`src/hw/cpu_pkg.sv`:
```
package cpu_pkg;

    typedef logic [15:0] word_t;
    typedef logic [7:0]  addr_t;
    typedef logic [2:0]  reg_idx_t;

    localparam int NUM_REGS = 8;

    // Instruction fields
    localparam int OP_MSB   = 15;
    localparam int OP_LSB   = 11;
    localparam int R1_MSB   = 10;
    localparam int R1_LSB   = 8;
    localparam int R2_MSB   = 6;
    localparam int R2_LSB   = 4;
    localparam int R3_MSB   = 2;
    localparam int R3_LSB   = 0;
    localparam int IMM8_MSB = 7;
    localparam int IMM4_MSB = 3;

    typedef enum logic [4:0] {
        OP_NOP  = 5'b00000, OP_HALT = 5'b00001, OP_LOAD = 5'b00010, OP_STORE = 5'b00011,
        OP_SLL  = 5'b00100, OP_SLA  = 5'b00101, OP_SRL  = 5'b00110, OP_SRA   = 5'b00111,
        OP_ADD  = 5'b01000, OP_ADDI = 5'b01001, OP_SUB  = 5'b01010, OP_SUBI  = 5'b01011,
        OP_CMP  = 5'b01100, OP_AND  = 5'b01101, OP_OR   = 5'b01110, OP_XOR   = 5'b01111,
        OP_LDIH = 5'b10000, OP_ADDC = 5'b10001, OP_SUBC = 5'b10010,
        OP_JUMP = 5'b11000, OP_JMPR = 5'b11001, OP_BZ   = 5'b11010, OP_BNZ   = 5'b11011,
        OP_BN   = 5'b11100, OP_BNN  = 5'b11101, OP_BC   = 5'b11110, OP_BNC   = 5'b11111
    } opcode_t;

    //////////////////////////////////////////////////////////////////////
    // Field extraction

    function automatic opcode_t get_op(input word_t ir);
        return opcode_t'(ir[OP_MSB:OP_LSB]);
    endfunction

    function automatic reg_idx_t get_r1(input word_t ir);
        return ir[R1_MSB:R1_LSB];
    endfunction

    function automatic reg_idx_t get_r2(input word_t ir);
        return ir[R2_MSB:R2_LSB];
    endfunction

    function automatic reg_idx_t get_r3(input word_t ir);
        return ir[R3_MSB:R3_LSB];
    endfunction

    function automatic word_t get_imm8(input word_t ir);
        return {8'h00, ir[IMM8_MSB:0]};
    endfunction

    function automatic word_t get_imm4(input word_t ir);
        return {12'h000, ir[IMM4_MSB:0]};
    endfunction

    //////////////////////////////////////////////////////////////////////
    // Instruction classes

    function automatic logic is_cond_branch(input word_t ir);
        return get_op(ir) inside {OP_BZ, OP_BNZ, OP_BN, OP_BNN, OP_BC, OP_BNC};
    endfunction

    function automatic logic writes_reg(input word_t ir);
        return get_op(ir) inside {OP_LOAD, OP_LDIH, OP_ADD, OP_ADDI, OP_ADDC, OP_SUB,
                                  OP_SUBI, OP_SUBC, OP_AND, OP_OR, OP_XOR,
                                  OP_SLL, OP_SRL, OP_SLA, OP_SRA};
    endfunction

    function automatic logic is_forward_source(input word_t ir);
        return !(is_cond_branch(ir) || get_op(ir) inside {OP_JMPR, OP_NOP, OP_CMP});
    endfunction

    // Store data is also R1
    function automatic logic uses_r1_source(input word_t ir);
        return is_cond_branch(ir) ||
               get_op(ir) inside {OP_STORE, OP_ADDI, OP_SUBI, OP_LDIH, OP_JMPR};
    endfunction

    function automatic logic uses_r3_source(input word_t ir);
        return get_op(ir) inside {OP_ADD, OP_ADDC, OP_SUB, OP_SUBC, OP_CMP,
                                  OP_AND, OP_OR, OP_XOR};
    endfunction

    function automatic logic sets_zn(input word_t ir);
        return get_op(ir) inside {OP_LDIH, OP_ADD, OP_ADDI, OP_ADDC, OP_SUB,
                                  OP_SUBI, OP_SUBC, OP_CMP};
    endfunction

    function automatic logic sets_carry(input word_t ir);
        return get_op(ir) inside {OP_ADD, OP_ADDI, OP_ADDC, OP_SUB, OP_SUBI,
                                  OP_SUBC, OP_CMP};
    endfunction

endpackage

```
`src/hw/pipe_if.sv`:
```
interface pipe_if;
    import cpu_pkg::*;

    logic  run;
    logic  flush;
    word_t ex_ir;
    word_t alu_result;
    word_t mem_ir;
    word_t mem_result;
    word_t load_data;
    word_t wb_ir;
    word_t wb_result;

    modport control (output run, input wb_ir);

    modport fetch (input run, flush, mem_result);

    modport decode (
        input  run, flush, alu_result, mem_ir, mem_result, load_data, wb_ir, wb_result,
        output ex_ir
    );

    modport execute (input run, flush, output alu_result, mem_ir, mem_result);

    modport memory (input run, mem_ir, mem_result, output flush, load_data, wb_ir, wb_result);

    modport regfile (input run, wb_ir, wb_result);

endinterface

```
`src/hw/cpu_control.sv`:
```
module cpu_control (
    input  logic     i_clock,
    input  logic     i_reset,
    input  logic     i_enable,
    input  logic     i_start,
    pipe_if.control  ctl
);
    import cpu_pkg::*;

    typedef enum logic {ST_IDLE, ST_RUN} state_t;

    state_t state;
    state_t state_next;

    always_comb
    begin
        state_next = state;
        case (state)
            ST_IDLE:
                if (i_enable && i_start)
                    state_next = ST_RUN;
            ST_RUN:
                // HALT has left every younger stage behind it
                if (!i_enable || get_op(ctl.wb_ir) == OP_HALT)
                    state_next = ST_IDLE;
            default:
                state_next = ST_IDLE;
        endcase
    end

    always_ff @(posedge i_clock or negedge i_reset)
    begin
        if (!i_reset)
            state <= ST_IDLE;
        else
            state <= state_next;
    end

    assign ctl.run = (state == ST_RUN);

endmodule

```
`src/hw/fetch_stage.sv`:
```
module fetch_stage (
    input  logic            i_clock,
    input  logic            i_reset,
    input  cpu_pkg::word_t  i_instr,
    output cpu_pkg::addr_t  o_pc,
    output cpu_pkg::word_t  o_id_ir,
    pipe_if.fetch           ctl
);
    import cpu_pkg::*;

    reg_idx_t load_dst;
    logic     reads_r2;
    logic     load_use;

    // R2 is the base, shift source or first ALU operand
    assign reads_r2 = uses_r3_source(i_instr) ||
                      get_op(i_instr) inside {OP_LOAD, OP_STORE, OP_SLL, OP_SRL,
                                              OP_SLA, OP_SRA};

    // Load in decode feeding the instruction now being fetched
    assign load_dst = get_r1(o_id_ir);
    assign load_use = (get_op(o_id_ir) == OP_LOAD) &&
                      ((uses_r1_source(i_instr) && get_r1(i_instr) == load_dst) ||
                       (uses_r3_source(i_instr) && get_r3(i_instr) == load_dst) ||
                       (reads_r2 && get_r2(i_instr) == load_dst));

    always_ff @(posedge i_clock or negedge i_reset)
    begin
        if (!i_reset)
        begin
            o_pc    <= '0;
            o_id_ir <= '0;
        end
        else if (ctl.run)
        begin
            if (ctl.flush)
            begin
                o_pc    <= ctl.mem_result[7:0];
                o_id_ir <= '0;
            end
            else if (load_use)
            begin
                // Bubble while the same word is fetched again
                o_id_ir <= '0;
            end
            else
            begin
                o_pc    <= o_pc + 8'd1;
                o_id_ir <= i_instr;
            end
        end
    end

endmodule

```
`src/hw/decode_stage.sv`:
```
module decode_stage (
    input  logic               i_clock,
    input  logic               i_reset,
    input  cpu_pkg::word_t     i_id_ir,
    input  cpu_pkg::word_t     i_rd_a,
    input  cpu_pkg::word_t     i_rd_b,
    input  cpu_pkg::word_t     i_rd_s,
    output cpu_pkg::reg_idx_t  o_ra_idx,
    output cpu_pkg::reg_idx_t  o_rb_idx,
    output cpu_pkg::reg_idx_t  o_rs_idx,
    output cpu_pkg::word_t     o_op_a,
    output cpu_pkg::word_t     o_op_b,
    output cpu_pkg::word_t     o_store_data,
    pipe_if.decode             pipe
);
    import cpu_pkg::*;

    opcode_t op;
    logic    a_from_r1;
    logic    b_is_imm4;
    logic    b_is_imm8;
    word_t   fwd_a;
    word_t   fwd_b;
    word_t   fwd_s;
    word_t   next_b;

    function automatic logic hits(input word_t ir, input reg_idx_t idx);
        return is_forward_source(ir) && writes_reg(ir) && get_r1(ir) == idx;
    endfunction

    //////////////////////////////////////////////////////////////////////
    // Operand bypass, youngest producer first

    function automatic word_t forward(input reg_idx_t idx, input word_t rf_value);
        if (hits(pipe.ex_ir, idx))
            return pipe.alu_result;
        else if (hits(pipe.mem_ir, idx) && get_op(pipe.mem_ir) == OP_LOAD)
            return pipe.load_data;
        else if (hits(pipe.mem_ir, idx))
            return pipe.mem_result;
        else if (hits(pipe.wb_ir, idx))
            return pipe.wb_result;
        else
            return rf_value;
    endfunction

    assign op        = get_op(i_id_ir);
    // STORE takes its address base from R2
    assign a_from_r1 = uses_r1_source(i_id_ir) && op != OP_STORE;
    assign b_is_imm4 = op inside {OP_LOAD, OP_STORE, OP_SLL, OP_SRL, OP_SLA, OP_SRA};
    assign b_is_imm8 = is_cond_branch(i_id_ir) ||
                       op inside {OP_LDIH, OP_ADDI, OP_SUBI, OP_JUMP, OP_JMPR};

    assign o_ra_idx = a_from_r1 ? get_r1(i_id_ir) : get_r2(i_id_ir);
    assign o_rb_idx = get_r3(i_id_ir);
    assign o_rs_idx = get_r1(i_id_ir);

    always_comb
    begin
        fwd_a = forward(o_ra_idx, i_rd_a);
        fwd_b = forward(o_rb_idx, i_rd_b);
        fwd_s = forward(o_rs_idx, i_rd_s);
        if (b_is_imm4)
            next_b = get_imm4(i_id_ir);
        else if (b_is_imm8)
            next_b = get_imm8(i_id_ir);
        else
            next_b = fwd_b;
    end

    always_ff @(posedge i_clock or negedge i_reset)
    begin
        if (!i_reset)
            pipe.ex_ir <= '0;
        else if (pipe.run)
            pipe.ex_ir <= pipe.flush ? '0 : i_id_ir;
    end

    always_ff @(posedge i_clock)
    begin
        if (pipe.run)
        begin
            o_op_a       <= fwd_a;
            o_op_b       <= next_b;
            o_store_data <= fwd_s;
        end
    end

endmodule

```
`src/hw/register_file.sv`:
```
module register_file (
    input  logic               i_clock,
    input  logic               i_reset,
    input  cpu_pkg::reg_idx_t  i_ra_idx,
    input  cpu_pkg::reg_idx_t  i_rb_idx,
    input  cpu_pkg::reg_idx_t  i_rs_idx,
    output cpu_pkg::word_t     o_rd_a,
    output cpu_pkg::word_t     o_rd_b,
    output cpu_pkg::word_t     o_rd_s,
    pipe_if.regfile            pipe
);
    import cpu_pkg::*;

    word_t regs [NUM_REGS];

    always_ff @(posedge i_clock or negedge i_reset)
    begin
        if (!i_reset)
        begin
            for (int i = 0; i < NUM_REGS; i++)
                regs[i] <= '0;
        end
        else if (pipe.run && writes_reg(pipe.wb_ir))
            regs[get_r1(pipe.wb_ir)] <= pipe.wb_result;
    end

    assign o_rd_a = regs[i_ra_idx];
    assign o_rd_b = regs[i_rb_idx];
    assign o_rd_s = regs[i_rs_idx];

endmodule

```
`src/hw/execute_stage.sv`:
```
module execute_stage (
    input  logic            i_clock,
    input  logic            i_reset,
    input  cpu_pkg::word_t  i_ex_ir,
    input  cpu_pkg::word_t  i_store_data,
    input  cpu_pkg::word_t  i_alu_result,
    input  logic            i_alu_carry,
    output logic            o_carry,
    output logic            o_zero,
    output logic            o_neg,
    output logic            o_d_we,
    output cpu_pkg::word_t  o_d_dataout,
    pipe_if.execute         pipe
);
    import cpu_pkg::*;

    logic store_q;
    logic keep;

    assign pipe.alu_result = i_alu_result;
    assign keep            = !pipe.flush;

    // A held store writes once, on the first running edge
    assign o_d_we = store_q && pipe.run;

    always_ff @(posedge i_clock or negedge i_reset)
    begin
        if (!i_reset)
        begin
            pipe.mem_ir <= '0;
            store_q     <= 1'b0;
            o_carry     <= 1'b0;
            o_zero      <= 1'b0;
            o_neg       <= 1'b0;
        end
        else if (pipe.run)
        begin
            pipe.mem_ir <= keep ? i_ex_ir : '0;
            store_q     <= keep && get_op(i_ex_ir) == OP_STORE;
            if (keep && sets_zn(i_ex_ir))
            begin
                o_zero <= (i_alu_result == '0);
                o_neg  <= i_alu_result[15];
            end
            if (keep && sets_carry(i_ex_ir))
                o_carry <= i_alu_carry;
        end
    end

    always_ff @(posedge i_clock)
    begin
        if (pipe.run)
        begin
            pipe.mem_result <= i_alu_result;
            o_d_dataout     <= i_store_data;
        end
    end

endmodule

```
`src/hw/alu.sv`:
```
module alu (
    input  cpu_pkg::word_t  i_ir,
    input  cpu_pkg::word_t  i_op_a,
    input  cpu_pkg::word_t  i_op_b,
    input  logic            i_carry,
    output cpu_pkg::word_t  o_result,
    output logic            o_carry
);
    import cpu_pkg::*;

    logic [3:0] shamt;

    assign shamt = i_op_b[3:0];

    always_comb
    begin
        o_result = '0;
        o_carry  = 1'b0;
        case (get_op(i_ir))
            // Address and branch target
            OP_LOAD, OP_STORE, OP_JMPR, OP_BZ, OP_BNZ, OP_BN, OP_BNN, OP_BC, OP_BNC:
                o_result = i_op_a + i_op_b;
            OP_LDIH:
                o_result = i_op_a + {i_op_b[7:0], 8'h00};
            OP_ADD, OP_ADDI:
                {o_carry, o_result} = {1'b0, i_op_a} + {1'b0, i_op_b};
            OP_ADDC:
                {o_carry, o_result} = {1'b0, i_op_a} + {1'b0, i_op_b} + {16'h0000, i_carry};
            // Carry out is the borrow
            OP_SUB, OP_SUBI, OP_CMP:
                {o_carry, o_result} = {1'b0, i_op_a} - {1'b0, i_op_b};
            OP_SUBC:
                {o_carry, o_result} = {1'b0, i_op_a} - {1'b0, i_op_b} - {16'h0000, i_carry};
            OP_AND:  o_result = i_op_a & i_op_b;
            OP_OR:   o_result = i_op_a | i_op_b;
            OP_XOR:  o_result = i_op_a ^ i_op_b;
            OP_SLL:  o_result = i_op_a << shamt;
            OP_SRL:  o_result = i_op_a >> shamt;
            OP_SLA:  o_result = word_t'($signed(i_op_a) <<< shamt);
            OP_SRA:  o_result = word_t'($signed(i_op_a) >>> shamt);
            OP_JUMP: o_result = i_op_b;
            default: o_result = '0;
        endcase
    end

endmodule

```
`src/hw/memory_stage.sv`:
```
module memory_stage (
    input  logic            i_clock,
    input  logic            i_reset,
    input  logic            i_zero,
    input  logic            i_neg,
    input  logic            i_carry,
    input  cpu_pkg::word_t  i_d_data,
    output cpu_pkg::addr_t  o_d_addr,
    pipe_if.memory          pipe
);
    import cpu_pkg::*;

    opcode_t op;
    logic    taken;

    assign op = get_op(pipe.mem_ir);

    always_comb
    begin
        case (op)
            OP_JUMP, OP_JMPR: taken = 1'b1;
            OP_BZ:   taken = i_zero;
            OP_BNZ:  taken = !i_zero;
            OP_BN:   taken = i_neg;
            OP_BNN:  taken = !i_neg;
            OP_BC:   taken = i_carry;
            OP_BNC:  taken = !i_carry;
            default: taken = 1'b0;
        endcase
    end

    assign pipe.flush     = taken;
    assign pipe.load_data = i_d_data;
    assign o_d_addr       = pipe.mem_result[7:0];

    always_ff @(posedge i_clock or negedge i_reset)
    begin
        if (!i_reset)
            pipe.wb_ir <= '0;
        else if (pipe.run)
            pipe.wb_ir <= taken ? '0 : pipe.mem_ir;
    end

    always_ff @(posedge i_clock)
    begin
        if (pipe.run)
            pipe.wb_result <= (op == OP_LOAD) ? i_d_data : pipe.mem_result;
    end

endmodule

```
`src/hw/cpu_top.sv`:
```
module cpu_top (
    input  logic            i_clock,
    input  logic            i_reset,
    input  logic            i_enable,
    input  logic            i_start,
    input  cpu_pkg::word_t  i_i_data,
    input  cpu_pkg::word_t  i_d_data,
    output cpu_pkg::addr_t  o_i_addr,
    output cpu_pkg::addr_t  o_d_addr,
    output cpu_pkg::word_t  o_d_dataout,
    output logic            o_d_we,
    output logic            o_running
);
    import cpu_pkg::*;

    word_t    id_ir;
    reg_idx_t ra_idx;
    reg_idx_t rb_idx;
    reg_idx_t rs_idx;
    word_t    rd_a;
    word_t    rd_b;
    word_t    rd_s;
    word_t    op_a;
    word_t    op_b;
    word_t    store_data;
    word_t    alu_result;
    logic     alu_carry;
    logic     carry;
    logic     zero;
    logic     neg;

    pipe_if pipe ();

    assign o_running = pipe.run;

    cpu_control u_control (.i_clock, .i_reset, .i_enable, .i_start, .ctl(pipe));

    fetch_stage u_fetch (
        .i_clock, .i_reset, .i_instr(i_i_data), .o_pc(o_i_addr), .o_id_ir(id_ir), .ctl(pipe)
    );

    decode_stage u_decode (
        .i_clock, .i_reset, .i_id_ir(id_ir),
        .i_rd_a(rd_a), .i_rd_b(rd_b), .i_rd_s(rd_s),
        .o_ra_idx(ra_idx), .o_rb_idx(rb_idx), .o_rs_idx(rs_idx),
        .o_op_a(op_a), .o_op_b(op_b), .o_store_data(store_data), .pipe(pipe)
    );

    register_file u_regs (
        .i_clock, .i_reset, .i_ra_idx(ra_idx), .i_rb_idx(rb_idx), .i_rs_idx(rs_idx),
        .o_rd_a(rd_a), .o_rd_b(rd_b), .o_rd_s(rd_s), .pipe(pipe)
    );

    alu u_alu (
        .i_ir(pipe.ex_ir), .i_op_a(op_a), .i_op_b(op_b), .i_carry(carry),
        .o_result(alu_result), .o_carry(alu_carry)
    );

    execute_stage u_execute (
        .i_clock, .i_reset, .i_ex_ir(pipe.ex_ir), .i_store_data(store_data),
        .i_alu_result(alu_result), .i_alu_carry(alu_carry),
        .o_carry(carry), .o_zero(zero), .o_neg(neg),
        .o_d_we, .o_d_dataout, .pipe(pipe)
    );

    memory_stage u_memory (
        .i_clock, .i_reset, .i_zero(zero), .i_neg(neg), .i_carry(carry),
        .i_d_data, .o_d_addr, .pipe(pipe)
    );

endmodule

```
`config.mk`:
```
export PLATFORM = sky130hd
export DESIGN_NAME = cpu_top
export DESIGN_NICKNAME = d
export VERILOG_FILES = /design/src/hw/cpu_pkg.sv /design/src/hw/pipe_if.sv /design/src/hw/cpu_control.sv /design/src/hw/fetch_stage.sv /design/src/hw/decode_stage.sv /design/src/hw/register_file.sv /design/src/hw/execute_stage.sv /design/src/hw/alu.sv /design/src/hw/memory_stage.sv /design/src/hw/cpu_top.sv
export SDC_FILE = /design/constraint.sdc
export NUM_CORES = 1
export LEC_CHECK = 0
export ABC_AREA = 0
export BUFFER_PORTS_ARGS = -buffer_cell sky130_fd_sc_hd__buf_2
export CORE_AREA = 2 2 191 193
export CTS_CLUSTER_SIZE = 28
export DETAILED_ROUTE_END_ITERATION = 7
export DIE_AREA = 0 0 193 195
export PLACE_DENSITY = 0.81
export SLEW_MARGIN = 20
export SYNTH_ARGS = -nofsm -noshare
export SYNTH_HDL_FRONTEND = slang
export SYNTH_SLANG_ARGS = --single-unit
```
`constraint.sdc`:
```
create_clock -name i_clock -period 5.6 [get_ports i_clock]
set_clock_uncertainty 0.05 [all_clocks]
set_input_delay 1.12 -clock i_clock [delete_from_list [all_inputs] [get_ports i_clock]]
set_output_delay 1.12 -clock i_clock [all_outputs]
set_load 0.02 [all_outputs]
```
==> impl_metrics.csv, run 1 <==
group,metric,value,unit
cts,cts_hold_buf,0,
finish,nets,2064,
logic_synthesis,synth_ff_type,"dfrtp_1",
finish,drive_gt1_share,24.3,%
placed_design,place_inst,2386,
grt,use_met1,48.4,%
timing,tns,0,ns
logic_synthesis,async_reset_ff_share,65.3,%
timing,timing.fmax,215,MHz
finish,fin_area,22800,µm²
route,wl_per_cell,27.4,µm
setup_path,crit_path_end_kind,"flip-flop",
logic_synthesis,yosysUniqueCellTypes,103,
logic_synthesis,synth_fa_ha_area_share,4.20,%
grt,use_met2,56.9,%
logic_synthesis,synth-compound-area-share,17.3,%
floorplan,die_area,37600,µm²
logic_synthesis,netlist_area,21100,µm²
setup_path,crit_chain,"inv_1 -> ha_1 -> a21o_1 -> a221oi_2 -> a21oi_1 -> xnor2_1 -> nor2_1 -> nor4b_1 -> nor3b_1 -> inv_1 -> nor4_1 -> and4_1 -> a41o_1",
timing,hold_viol_final,0,
route,dr_total_vias,17500,
setup_path,critPathTopFamily,"simple AND/OR/NAND/NOR gates",
logic_synthesis,synth_simple_gate_area_share,10.8,%
timing,fin_hold_ws,0.368,ns
cts,post_cts_resize_count,0,
route,drtPass1Iterations,5,
setup_path,cp_num_buf_inv,2,
route,vias_per_cell,7.18,
logic_synthesis,synth_top_family_by_area,"multiplexers",
setup_path,startpoint_type,"flip-flop",
setup_path,cp.arrival,5.12,ns
grt,antenna_found_initial,3,
floorplan,initial_core_util,59.7,%
pwr,leakage,9.30,nW
setup_path,crit_required,6.06,ns
timing,rsz0062_at_grt,"false",
setup_path,worstSetupPathType,"reg2reg",
floorplan,die_y,195,µm
cts,cts_sinks,277,
job,maxCapViolCount,0,
route,final_antenna_net_count,0,
finish,fin_cells,2444,
cts,cts_tree,"done",
logic_synthesis,synth-seq-area-share,35.1,%
cts,cts.clk_slew.worst_paths,0.07,ns
cts,cts_buffer_depth,3,
finish,syn2layout_area_growth,7.99,%
setup_path,slowest_delay,0.65,ns
setup_path,critical_path_depth,13,
grt,top_usage_layer,"met2",
timing,fin_crit,4.66,ns
grt,grt_pass1_vias,17000,
cts,h-tree-depth,1,
logic_synthesis,synth_mux_area_share,23.9,%
grt,grt_util_all_layers,35.7,%
cts,clockRootBuffer,"clkbuf_16",
logic_synthesis,ys_ff_latch,277,
pwr,power_density,701,nW/µm²
logic_synthesis,postSynthAreaPerCell,10.6,µm²
setup_path,cpMostUsedCell,"inv_1",
setup_path,crit_slowest_cell,"edfxtp_1",
worst_hold_path,hold_depth,0,
placed_design,dp.final_hpwl,47.9,mm
floorplan,core-area,35400,µm²
logic_synthesis,synth_edf_count,96,
logic_synthesis,yosys_warnings,0,
timing,finalSetupViolCount,0,
run_status,status,"finished, final reports clean",
timing,slew_violations,0,
floorplan,io_pins,70,
setup_path,ff2ff_path_depth,13,
cts,clock_latency,0.59,ns
finish,fillers,2723,
route,drt-total-wl,66.9,mm
grt,grt_remaining_overflow,0,
route,drt_iter0_markers,1863,
floorplan,fp.dieW,193,µm
grt,grt_pass1_wl,102,mm
cts,postCtsSetupBuffers,0,
timing,slew-limit-headroom,23.8,%
timing,period_share,83.2,%
finish,diodes,0,
placed_design,detailed_place.area,21700,µm²
timing,worstMarginPinSlew,1.14,ns
cts,numCtsBuffers,31,
floorplan,rows,69,
logic_synthesis,syn-num-nets,2096,
pwr,total_power,16.0,mW
placed_design,io_buffers,69,
logic_synthesis,synthCells,1991,
placed_design,routabilityCongestion,1.03,
pwr,ir_drop,0.000453,V
route,route.detailed.drc,0,
setup_path,crit_fanout,12,
logic_synthesis,synth_xor_area_share,3.71,%
grt,grt_max_degree,110,
worst_hold_path,min_path_type,"reg2reg",
grt,use_met3,5.63,%
==> layout by cell type (no fill, tap or decap), drive strengths merged, types with 24 or more instances in the layout <==
cell type,instances
a211oi,106
a21oi,101
a22o,25
buf,116
clkbuf,44
dfrtp,181
edfxtp,96
ha,66
inv,78
mux2,154
mux2i,73
mux4,114
nand2,103
nand3,33
nor2,146
nor3,27
o21ai,52
o2bb2ai,24
xnor2,45
xor2,41
==> final cells by class <==
| cell class | instances | area, µm² | area share, % |
|---|---|---|---|
| multi-input cells | 1456 | 12800 | 55.9 |
| repair buffers | 116 | 737 | 3.23 |
| flip-flops and latches | 277 | 7420 | 32.5 |
| clock buffers | 44 | 876 | 3.84 |
| inverters | 77 | 289 | 1.27 |
| clock inverters | 13 | 154 | 0.675 |
| well taps | 461 | 577 | 2.53 |
==> routing by layer <==
| layer | share of wire [%] | wire [µm] |
|---|---|---|
| met5 | 0 | 0 |
| met4 | 4.6 | 3110 |
| met3 | 8.1 | 5410 |
| met2 | 48 | 31800 |
| met1 | 40 | 26500 |
==> final timing paths <==
path,start,to,slack (ns)
min in group asynchronous,i_reset,u_regs.regs[99],0.61
worst max-delay path,u_decode.o_op_a[4],u_execute.o_zero,0.94
max in group asynchronous,i_reset,u_control.ctl.run,3.72
worst max register to register,u_decode.o_op_a[4],u_execute.o_zero,0.94
worst min register to register,u_decode.o_store_data[10],u_execute.o_d_dataout[10],0.37
worst min-delay path,u_decode.o_store_data[10],u_execute.o_d_dataout[10],0.37
==> power by group <==
group / switching [mW] / internal, mW / total (mW)
clock network: 0.846 / 1.23 / 2.07
logic: 5.77 / 3.99 / 9.76
registers: 1.07 / 3.08 / 4.15
==> cell usage after synthesis, drive strengths merged, types with 12 or more instances <==
master   number  area (µm²)
a21oi       101         509
o211ai       21         158
xnor2        45         394
ha           66         826
xor2         41         367
edfxtp       96        2880
a21o         15         113
nand3        33         165
dfrtp       181        4530
inv          75         282
nor2        146         551
a22oi        18         135
nand2       103         387
buf          61         304
mux2i        73         747
nand2b       17         106
nor2b        18         113
o22ai        12        75.1
mux4        114        2570
nor4         16         121
a221oi       19         191
or3          13        81.3
mux2        154        1730
and3         16         100
nor3         27         140
o21ai        52         264
clkbuf      120         450
a211oi      106         811
a22o         25         219
o2bb2ai      24         210
a31oi        14        87.6
==> logic make-up after synthesis <==
| group | after synthesis |
|---|---|
| AO/OA/AOI/OAI | 503 |
| AND/OR/NAND/NOR | 456 |
| multiplexers | 341 |
| flip-flops | 277 |
| buffers and inverters | 258 |
| XOR/XNOR | 87 |
| adder cells (fa/ha/maj) | 69 |
==> registers in the layout, indices dropped and copies added, names as in the netlist <==
signal / cells
u_regs.regs: 128
u_decode.o_op_a: 16
u_decode.o_op_b: 16
u_decode.o_store_data: 16
u_execute.o_d_dataout: 16
u_execute.pipe.mem_result: 16
u_fetch.o_id_ir: 16
u_memory.pipe.wb_result: 16
u_decode.pipe.ex_ir: 8
u_execute.pipe.mem_ir: 8
u_fetch.o_pc: 8
u_memory.pipe.wb_ir: 8
u_control.ctl.run: 1
u_execute.o_carry: 1
u_execute.o_neg: 1
u_execute.o_zero: 1
u_execute.store_q: 1
==> metrics by stage <==
step,util (%),setup WS [ns]
2_1_floorplan,-,0.961
3_3_place_gp,61.4,1.24
3_5_place_dp,61.4,1.11
4_1_cts,64.3,1.05
5_1_grt,64.4,0.614
6_report,64.4,0.940
==> worst reg2reg max path, cell delays in order (launching register included) <==
cell	delay, ns
edfxtp_1	0.65
inv_1	0.10
ha_1	0.49
a21o_1	0.26
a221oi_2	0.53
a21oi_1	0.19
xnor2_1	0.37
nor2_1	0.10
nor4b_1	0.29
nor3b_1	0.58
inv_1	0.20
nor4_1	0.39
and4_1	0.24
a41o_1	0.17
Power figures use the tool's default switching activity.
==> inputs of run 2 (changes only) <==
- clock period: 5.6 -> 4.75 ns (I/O delays scaled with it)
==> run 2 against run 1 <==
Wire length increased by 1.8%; critical path depth increased by 2; clock power increased by 6%; largest cell class unchanged; first-iteration DRC count increased by 0.75%; register-to-register slack got worse by 0.74 ns; critical path type unchanged.
==> impl_metrics.csv, run 2 (same netlist as run 1, synthesis figures left out) <==
group,metric,value,unit
run_status,status,"finished, final reports clean",
setup_path,reg2reg_slack,0.20,ns
route,final_antenna_net_count,0,
setup_path,ff2ff_path_depth,15,
job,maxCapViolCount,0,
floorplan,die_y,195,µm
grt,grt_pass1_vias,17200,
pwr,power_density,829,nW/µm²
pwr,internal-power,9.84,mW
floorplan,rows,69,
grt,grt_remaining_overflow,0,
finish,largest_reg_flops,128,
cts,h-tree-depth,1,
setup_path,cp_num_buf_inv,3,
floorplan,io_pins,70,
pwr,switching_share,48.2,%
cts,clockRootBuffer,"clkbuf_16",
cts,numCtsBuffers,29,
placed_design,io_buffers,69,
setup_path,crit_chain,"inv_1 -> ha_1 -> inv_1 -> fa_1 -> xor2_1 -> nand3_1 -> a2111oi_2 -> o211ai_1 -> or3_1 -> xnor2_1 -> a221oi_2 -> inv_1 -> nor4_1 -> and4_1 -> a41o_1",
finish,regMostFlops,"u_regs.regs",
timing,timing.fmax,220,MHz
route,drtPass1Iterations,6,
setup_path,crit_required,5.19,ns
timing,finalSetupViolCount,0,
worst_hold_path,min_to,"u_execute.o_d_dataout[5]",
worst_hold_path,hold_depth,0,
finish,syn2layout_area_growth,8.50,%
timing,fin_hold_ws,0.364,ns
setup_path,cp.arrival,4.99,ns
pwr,leakage,9.39,nW
worst_hold_path,min_path_type,"reg2reg",
pwr,clkPwrFrac,11.6,%
pwr,switchingPower,9.16,mW
placed_design,routabilityCongestion,0.972,
route,vias_per_cell,7.14,
cts,cts.clk_slew.worst_paths,0.07,ns
pwr,total_power,19.0,mW
timing,worstMarginPinSlew,1.28,ns
timing,tns,0,ns
floorplan,fp.dieW,193,µm
setup_path,cpMostUsedCell,"inv_1",
route,route.detailed.drc,0,
finish,drive_gt1_share,25.2,%
cts,cts_tree,"done",
grt,antenna_found_initial,1,
setup_path,crit_path_end_kind,"flip-flop",
finish,final_cell_mix,"177 x dfrtp_1, 152 x mux2_2, 145 x nor2_1, 114 x mux4_2",
cts,cts_hold_buf,0,
setup_path,critPathTopFamily,"simple AND/OR/NAND/NOR gates",
timing,rsz0062_at_grt,"false",
timing,fin_crit,4.55,ns
pwr,p_seq_share,25.2,%
floorplan,initial_core_util,59.7,%
cts,cts_buffer_depth,3,
route,dr_total_vias,17700,
route,drt-total-wl,68.1,mm
setup_path,r2r-end,"u_execute.o_zero",
pwr,power_frac_comb,63.2,%
setup_path,crit_fanout,7,
setup_path,r2r_start,"u_decode.o_op_a[0]",
grt,grt_util_all_layers,36.3,%
setup_path,startpoint_type,"flip-flop",
timing,slew-limit-headroom,14.0,%
timing,hold_viol_final,0,
timing,slew_violations,0,
setup_path,crit_slowest_cell,"edfxtp_1",
route,drt_iter0_markers,1877,
floorplan,core-area,35400,µm²
cts,clock_latency,0.57,ns
setup_path,slowest_delay,0.50,ns
floorplan,die_area,37600,µm²
route,wl_per_cell,27.5,µm
grt,grt_pass1_wl,104,mm
grt,grt_max_degree,80,
finish,nets,2098,
timing,period_share,95.7,%
setup_path,worstSetupPathType,"reg2reg",
placed_design,dp.final_hpwl,49.7,mm
pwr,ir_drop,0.000396,V
worst_hold_path,hp-start,"u_decode.o_store_data[5]",
finish,layout_commonest_cell,"dfrtp_1",
cts,cts_sinks,277,
==> run 2: power groups by stage <==
| stage | Clock (mW) | Combinational, mW | Sequential [mW] |
|---|---|---|---|
| 2_1_floorplan | 0 | 8.53 | 4.31 |
| 3_3_place_gp | 0 | 11.5 | 4.64 |
| 3_5_place_dp | 0 | 11.7 | 4.75 |
| 4_1_cts | 2.22 | 11.7 | 4.72 |
| 5_1_grt | 2.31 | 12.9 | 4.88 |
| 6_report | 2.20 | 12.0 | 4.78 |
==> run 2: cell type report <==
cell class / instances / area, µm²
Sequential cell: 277 / 7420
Fill cell: 2715 / 12500
Antenna cell: 2 / 5.00
Tap cell: 461 / 577
Multi-Input combinational cell: 1456 / 12800
Inverter: 77 / 289
Clock buffer: 44 / 822
Timing Repair Buffer: 152 / 975
Clock inverter: 8 / 68.8
==> run 2: how the worst max path moves through the flow <==
stage,startpoint,endpoint,slack [ns],cells past startpoint
global route,u_decode.o_op_a[0],u_execute.o_zero,0.04,15
floorplan,u_control.ctl.run,u_regs.regs[118],0.11,6
finish,u_decode.o_op_a[0],u_execute.o_zero,0.20,15
CTS,u_decode.o_op_a[0],u_execute.o_zero,0.17,13
detailed placement,u_decode.o_op_a[0],u_execute.o_zero,0.21,13
global placement,u_decode.o_op_a[0],u_execute.o_zero,0.34,13
==> run 2: per-layer routing <==
layer | GRT usage, % | share of wire [%] | vias up
li1 | - | - | 7606
met1 | 49.7 | 39 | 8754
met2 | 58.2 | 47 | 1133
met3 | 5.75 | 9.1 | 197
met4 | 14.3 | 4.5 | 0
met5 | 0 | 0 | -
==> run 2: worst register-to-register path, cell delays in order (launching register included) <==
cell and delay (ns):
edfxtp_1 0.50, inv_1 0.14, ha_1 0.18, inv_1 0.06, fa_1 0.45, xor2_1 0.24, nand3_1 0.19, a2111oi_2 0.42
o211ai_1 0.21, or3_1 0.49, xnor2_1 0.20, a221oi_2 0.38, inv_1 0.14, nor4_1 0.40, and4_1 0.25, a41o_1 0.18
==> run 2: through the flow <==
| stage | utilization, % | worst slack, ns | std cells | cell area, µm² |
|---|---|---|---|---|
| 5_1_grt | 64.7 | 0.0411 | 2475 | 22900 |
| 6_report | 64.7 | 0.202 | 2477 | 22900 |
| 2_1_floorplan | - | 0.111 | 1991 | 21100 |
| 3_3_place_gp | 62.2 | 0.340 | 2423 | 22000 |
| 3_5_place_dp | 62.2 | 0.207 | 2423 | 22000 |
| 4_1_cts | 64.7 | 0.169 | 2475 | 22900 |
==> run 2: timing repair <==
action / CTS / global route
setup buffers: 0 / 0
resized for setup: 0 / 1
endpoints found under the setup margin: 0 / 2
==> inputs of run 3 (changes only) <==
- CELL_PAD_IN_SITES_DETAIL_PLACEMENT: unset -> 1
- CELL_PAD_IN_SITES_GLOBAL_PLACEMENT: unset -> 1
- CORE_AREA: 2 2 191 193 -> 2 2 207 209
- DIE_AREA: 0 0 193 195 -> 0 0 209 211
- PLACE_DENSITY: 0.81 -> 0.84
==> run 3 against run 2 <==
Wire length grew 13%; combinational power rose by 3%; global-route usage is 1.4 points lower; critical endpoint unchanged; largest cell class unchanged.
==> impl_metrics.csv, run 3 (same netlist as run 1, synthesis figures left out) <==
group,metric,value,unit
run_status,status,"finished, final reports clean",
cts,numCtsBuffers,31,
timing,fin_ws,0.160,ns
placed_design,pre_cts_ws,0.299,ns
timing,finalSetupViolCount,0,
setup_path,crit_required,5.22,ns
cts,cts_tree,"done",
timing,slew_violations,0,
cts,cts_buffer_depth,3,
placed_design,io_buffers,69,
floorplan,initial_core_util,50.6,%
grt,antenna_found_initial,0,
pwr,switchingPower,9.70,mW
pwr,leakage,9.49,nW
timing,worstMarginPinSlew,1.06,ns
floorplan,core-area,41800,µm²
cts,post_cts_resize_count,0,
timing,tns,0,ns
worst_hold_path,min_path_type,"reg2reg",
timing,rsz0062_at_grt,"false",
placed_design,dp.final_hpwl,55.6,mm
setup_path,setup.worst_path.start,"u_decode.o_op_b[0]",
route,final_antenna_net_count,0,
setup_path,crit_chain,"ha_1 -> fa_1 -> a21o_1 -> a221oi_2 -> a21oi_1 -> xnor2_1 -> nor2_1 -> nor4b_1 -> nor3b_1 -> inv_1 -> nor4_1 -> and4_1 -> a41o_1",
setup_path,cp.arrival,5.06,ns
timing,timing.fmax,218,MHz
route,drtPass1Iterations,5,
finish,layout_commonest_cell,"dfrtp_1",
setup_path,r2r_start,"u_decode.o_op_b[0]",
timing,slew-limit-headroom,28.5,%
floorplan,die_area,44100,µm²
timing,hold_viol_final,0,
route,dr_total_vias,17900,
setup_path,crit_fanout,8,
timing,fin_hold_ws,0.371,ns
route,wl_per_cell,30.0,µm
timing,fin_crit,4.59,ns
finish,regMostFlops,"u_regs.regs",
floorplan,fp.dieW,209,µm
timing,period_share,96.6,%
setup_path,slowest_delay,0.54,ns
setup_path,startpoint_type,"flip-flop",
worst_hold_path,hp-start,"u_decode.o_store_data[0]",
cts,clockRootBuffer,"clkbuf_16",
cts,h-tree-depth,1,
cts,cts.clk_slew.worst_paths,0.07,ns
setup_path,worstSetupPathType,"reg2reg",
pwr,internal-power,10.1,mW
pwr,p_seq_share,24.6,%
pwr,switching_share,49.0,%
grt,grt_util_all_layers,34.9,%
grt,grt_max_degree,119,
grt,grt_pass1_wl,118,mm
route,route.detailed.drc,0,
floorplan,io_pins,70,
grt,grt_remaining_overflow,0,
finish,largest_reg_flops,128,
grt,grt_pass1_vias,18500,
route,drt_iter0_markers,1775,
setup_path,cp_num_buf_inv,1,
pwr,power_frac_comb,62.9,%
pwr,ir_drop,0.000439,V
route,drt-total-wl,76.9,mm
cts,cts_sinks,277,
cts,clock_latency,0.58,ns
pwr,clkPwrFrac,12.5,%
setup_path,critPathTopFamily,"simple AND/OR/NAND/NOR gates",
pwr,total_power,19.8,mW
cts,cts_hold_buf,0,
setup_path,crit_slowest_cell,"edfxtp_1",
setup_path,crit_path_end_kind,"flip-flop",
finish,drive_gt1_share,26.0,%
finish,nets,2105,
finish,final_cell_mix,"177 x dfrtp_1, 152 x mux2_2, 145 x nor2_1, 114 x mux4_2",
job,maxCapViolCount,0,
finish,syn2layout_area_growth,9.85,%
floorplan,die_y,211,µm
pwr,power_density,853,nW/µm²
route,vias_per_cell,6.98,
cts,postCtsSetupBuffers,0,
placed_design,routabilityCongestion,1.01,
floorplan,rows,75,
run 3: layer usage:
metal,part of all wire [%],track usage [%],vias to the layer above
met5,0,0,-
met4,4.2,13.8,0
met3,6.7,4.70,200
met2,48,58.2,841
met1,41,46.5,9221
li1,-,-,7644
run 3: layout make-up:
class	instances	area, µm²
well taps	539	674
clock inverters	17	164
diodes	1	2.50
inverters	77	289
repair buffers	157	1040
flip-flops and latches	277	7420
multi-input cells	1456	12700
fillers	4414	18600
clock buffers	40	865
run 3: path summary, 6_finish.rpt:
| kind | depth (start not counted) | slack, ns | endpoint |
|---|---|---|---|
| max | 13 | 0.16 | u_execute.o_zero |
| min | 0 | 0.37 | u_execute.o_d_dataout[0] |
| max reg2reg | 13 | 0.16 | u_execute.o_zero |
| min reg2reg | 0 | 0.37 | u_execute.o_d_dataout[0] |
| max in group asynchronous | 2 | 3.17 | u_regs.regs[17] |
| min in group asynchronous | 1 | 0.44 | u_regs.regs[19] |
run 3: power groups by stage:
stage                     sequential, mW  combinational [mW]  clock, mW
final                               4.87                12.4       2.47
after detailed placement            4.83                12.1          0
after floorplan                     4.31                8.53          0
after CTS                           4.81                12.2       2.50
after global routing                4.96                13.3       2.58
after global placement              4.68                11.7          0
run 3: worst register-to-register path, stage by stage, from the launching register on:
cell and delay (ns):
edfxtp_1 0.54, ha_1 0.32, fa_1 0.46, a21o_1 0.24, a221oi_2 0.53, a21oi_1 0.18
xnor2_1 0.39, nor2_1 0.09, nor4b_1 0.26, nor3b_1 0.46, inv_1 0.16, nor4_1 0.42
and4_1 0.26, a41o_1 0.18
run 3: per-stage QoR:
stage | utilization [%] | instance area, µm² | instances
2_1_floorplan | - | 21100 | 1991
3_3_place_gp | 53.1 | 22200 | 2506
3_5_place_dp | 53.1 | 22200 | 2506
4_1_cts | 55.5 | 23200 | 2563
5_1_grt | 55.5 | 23200 | 2563
6_report | 55.5 | 23200 | 2564
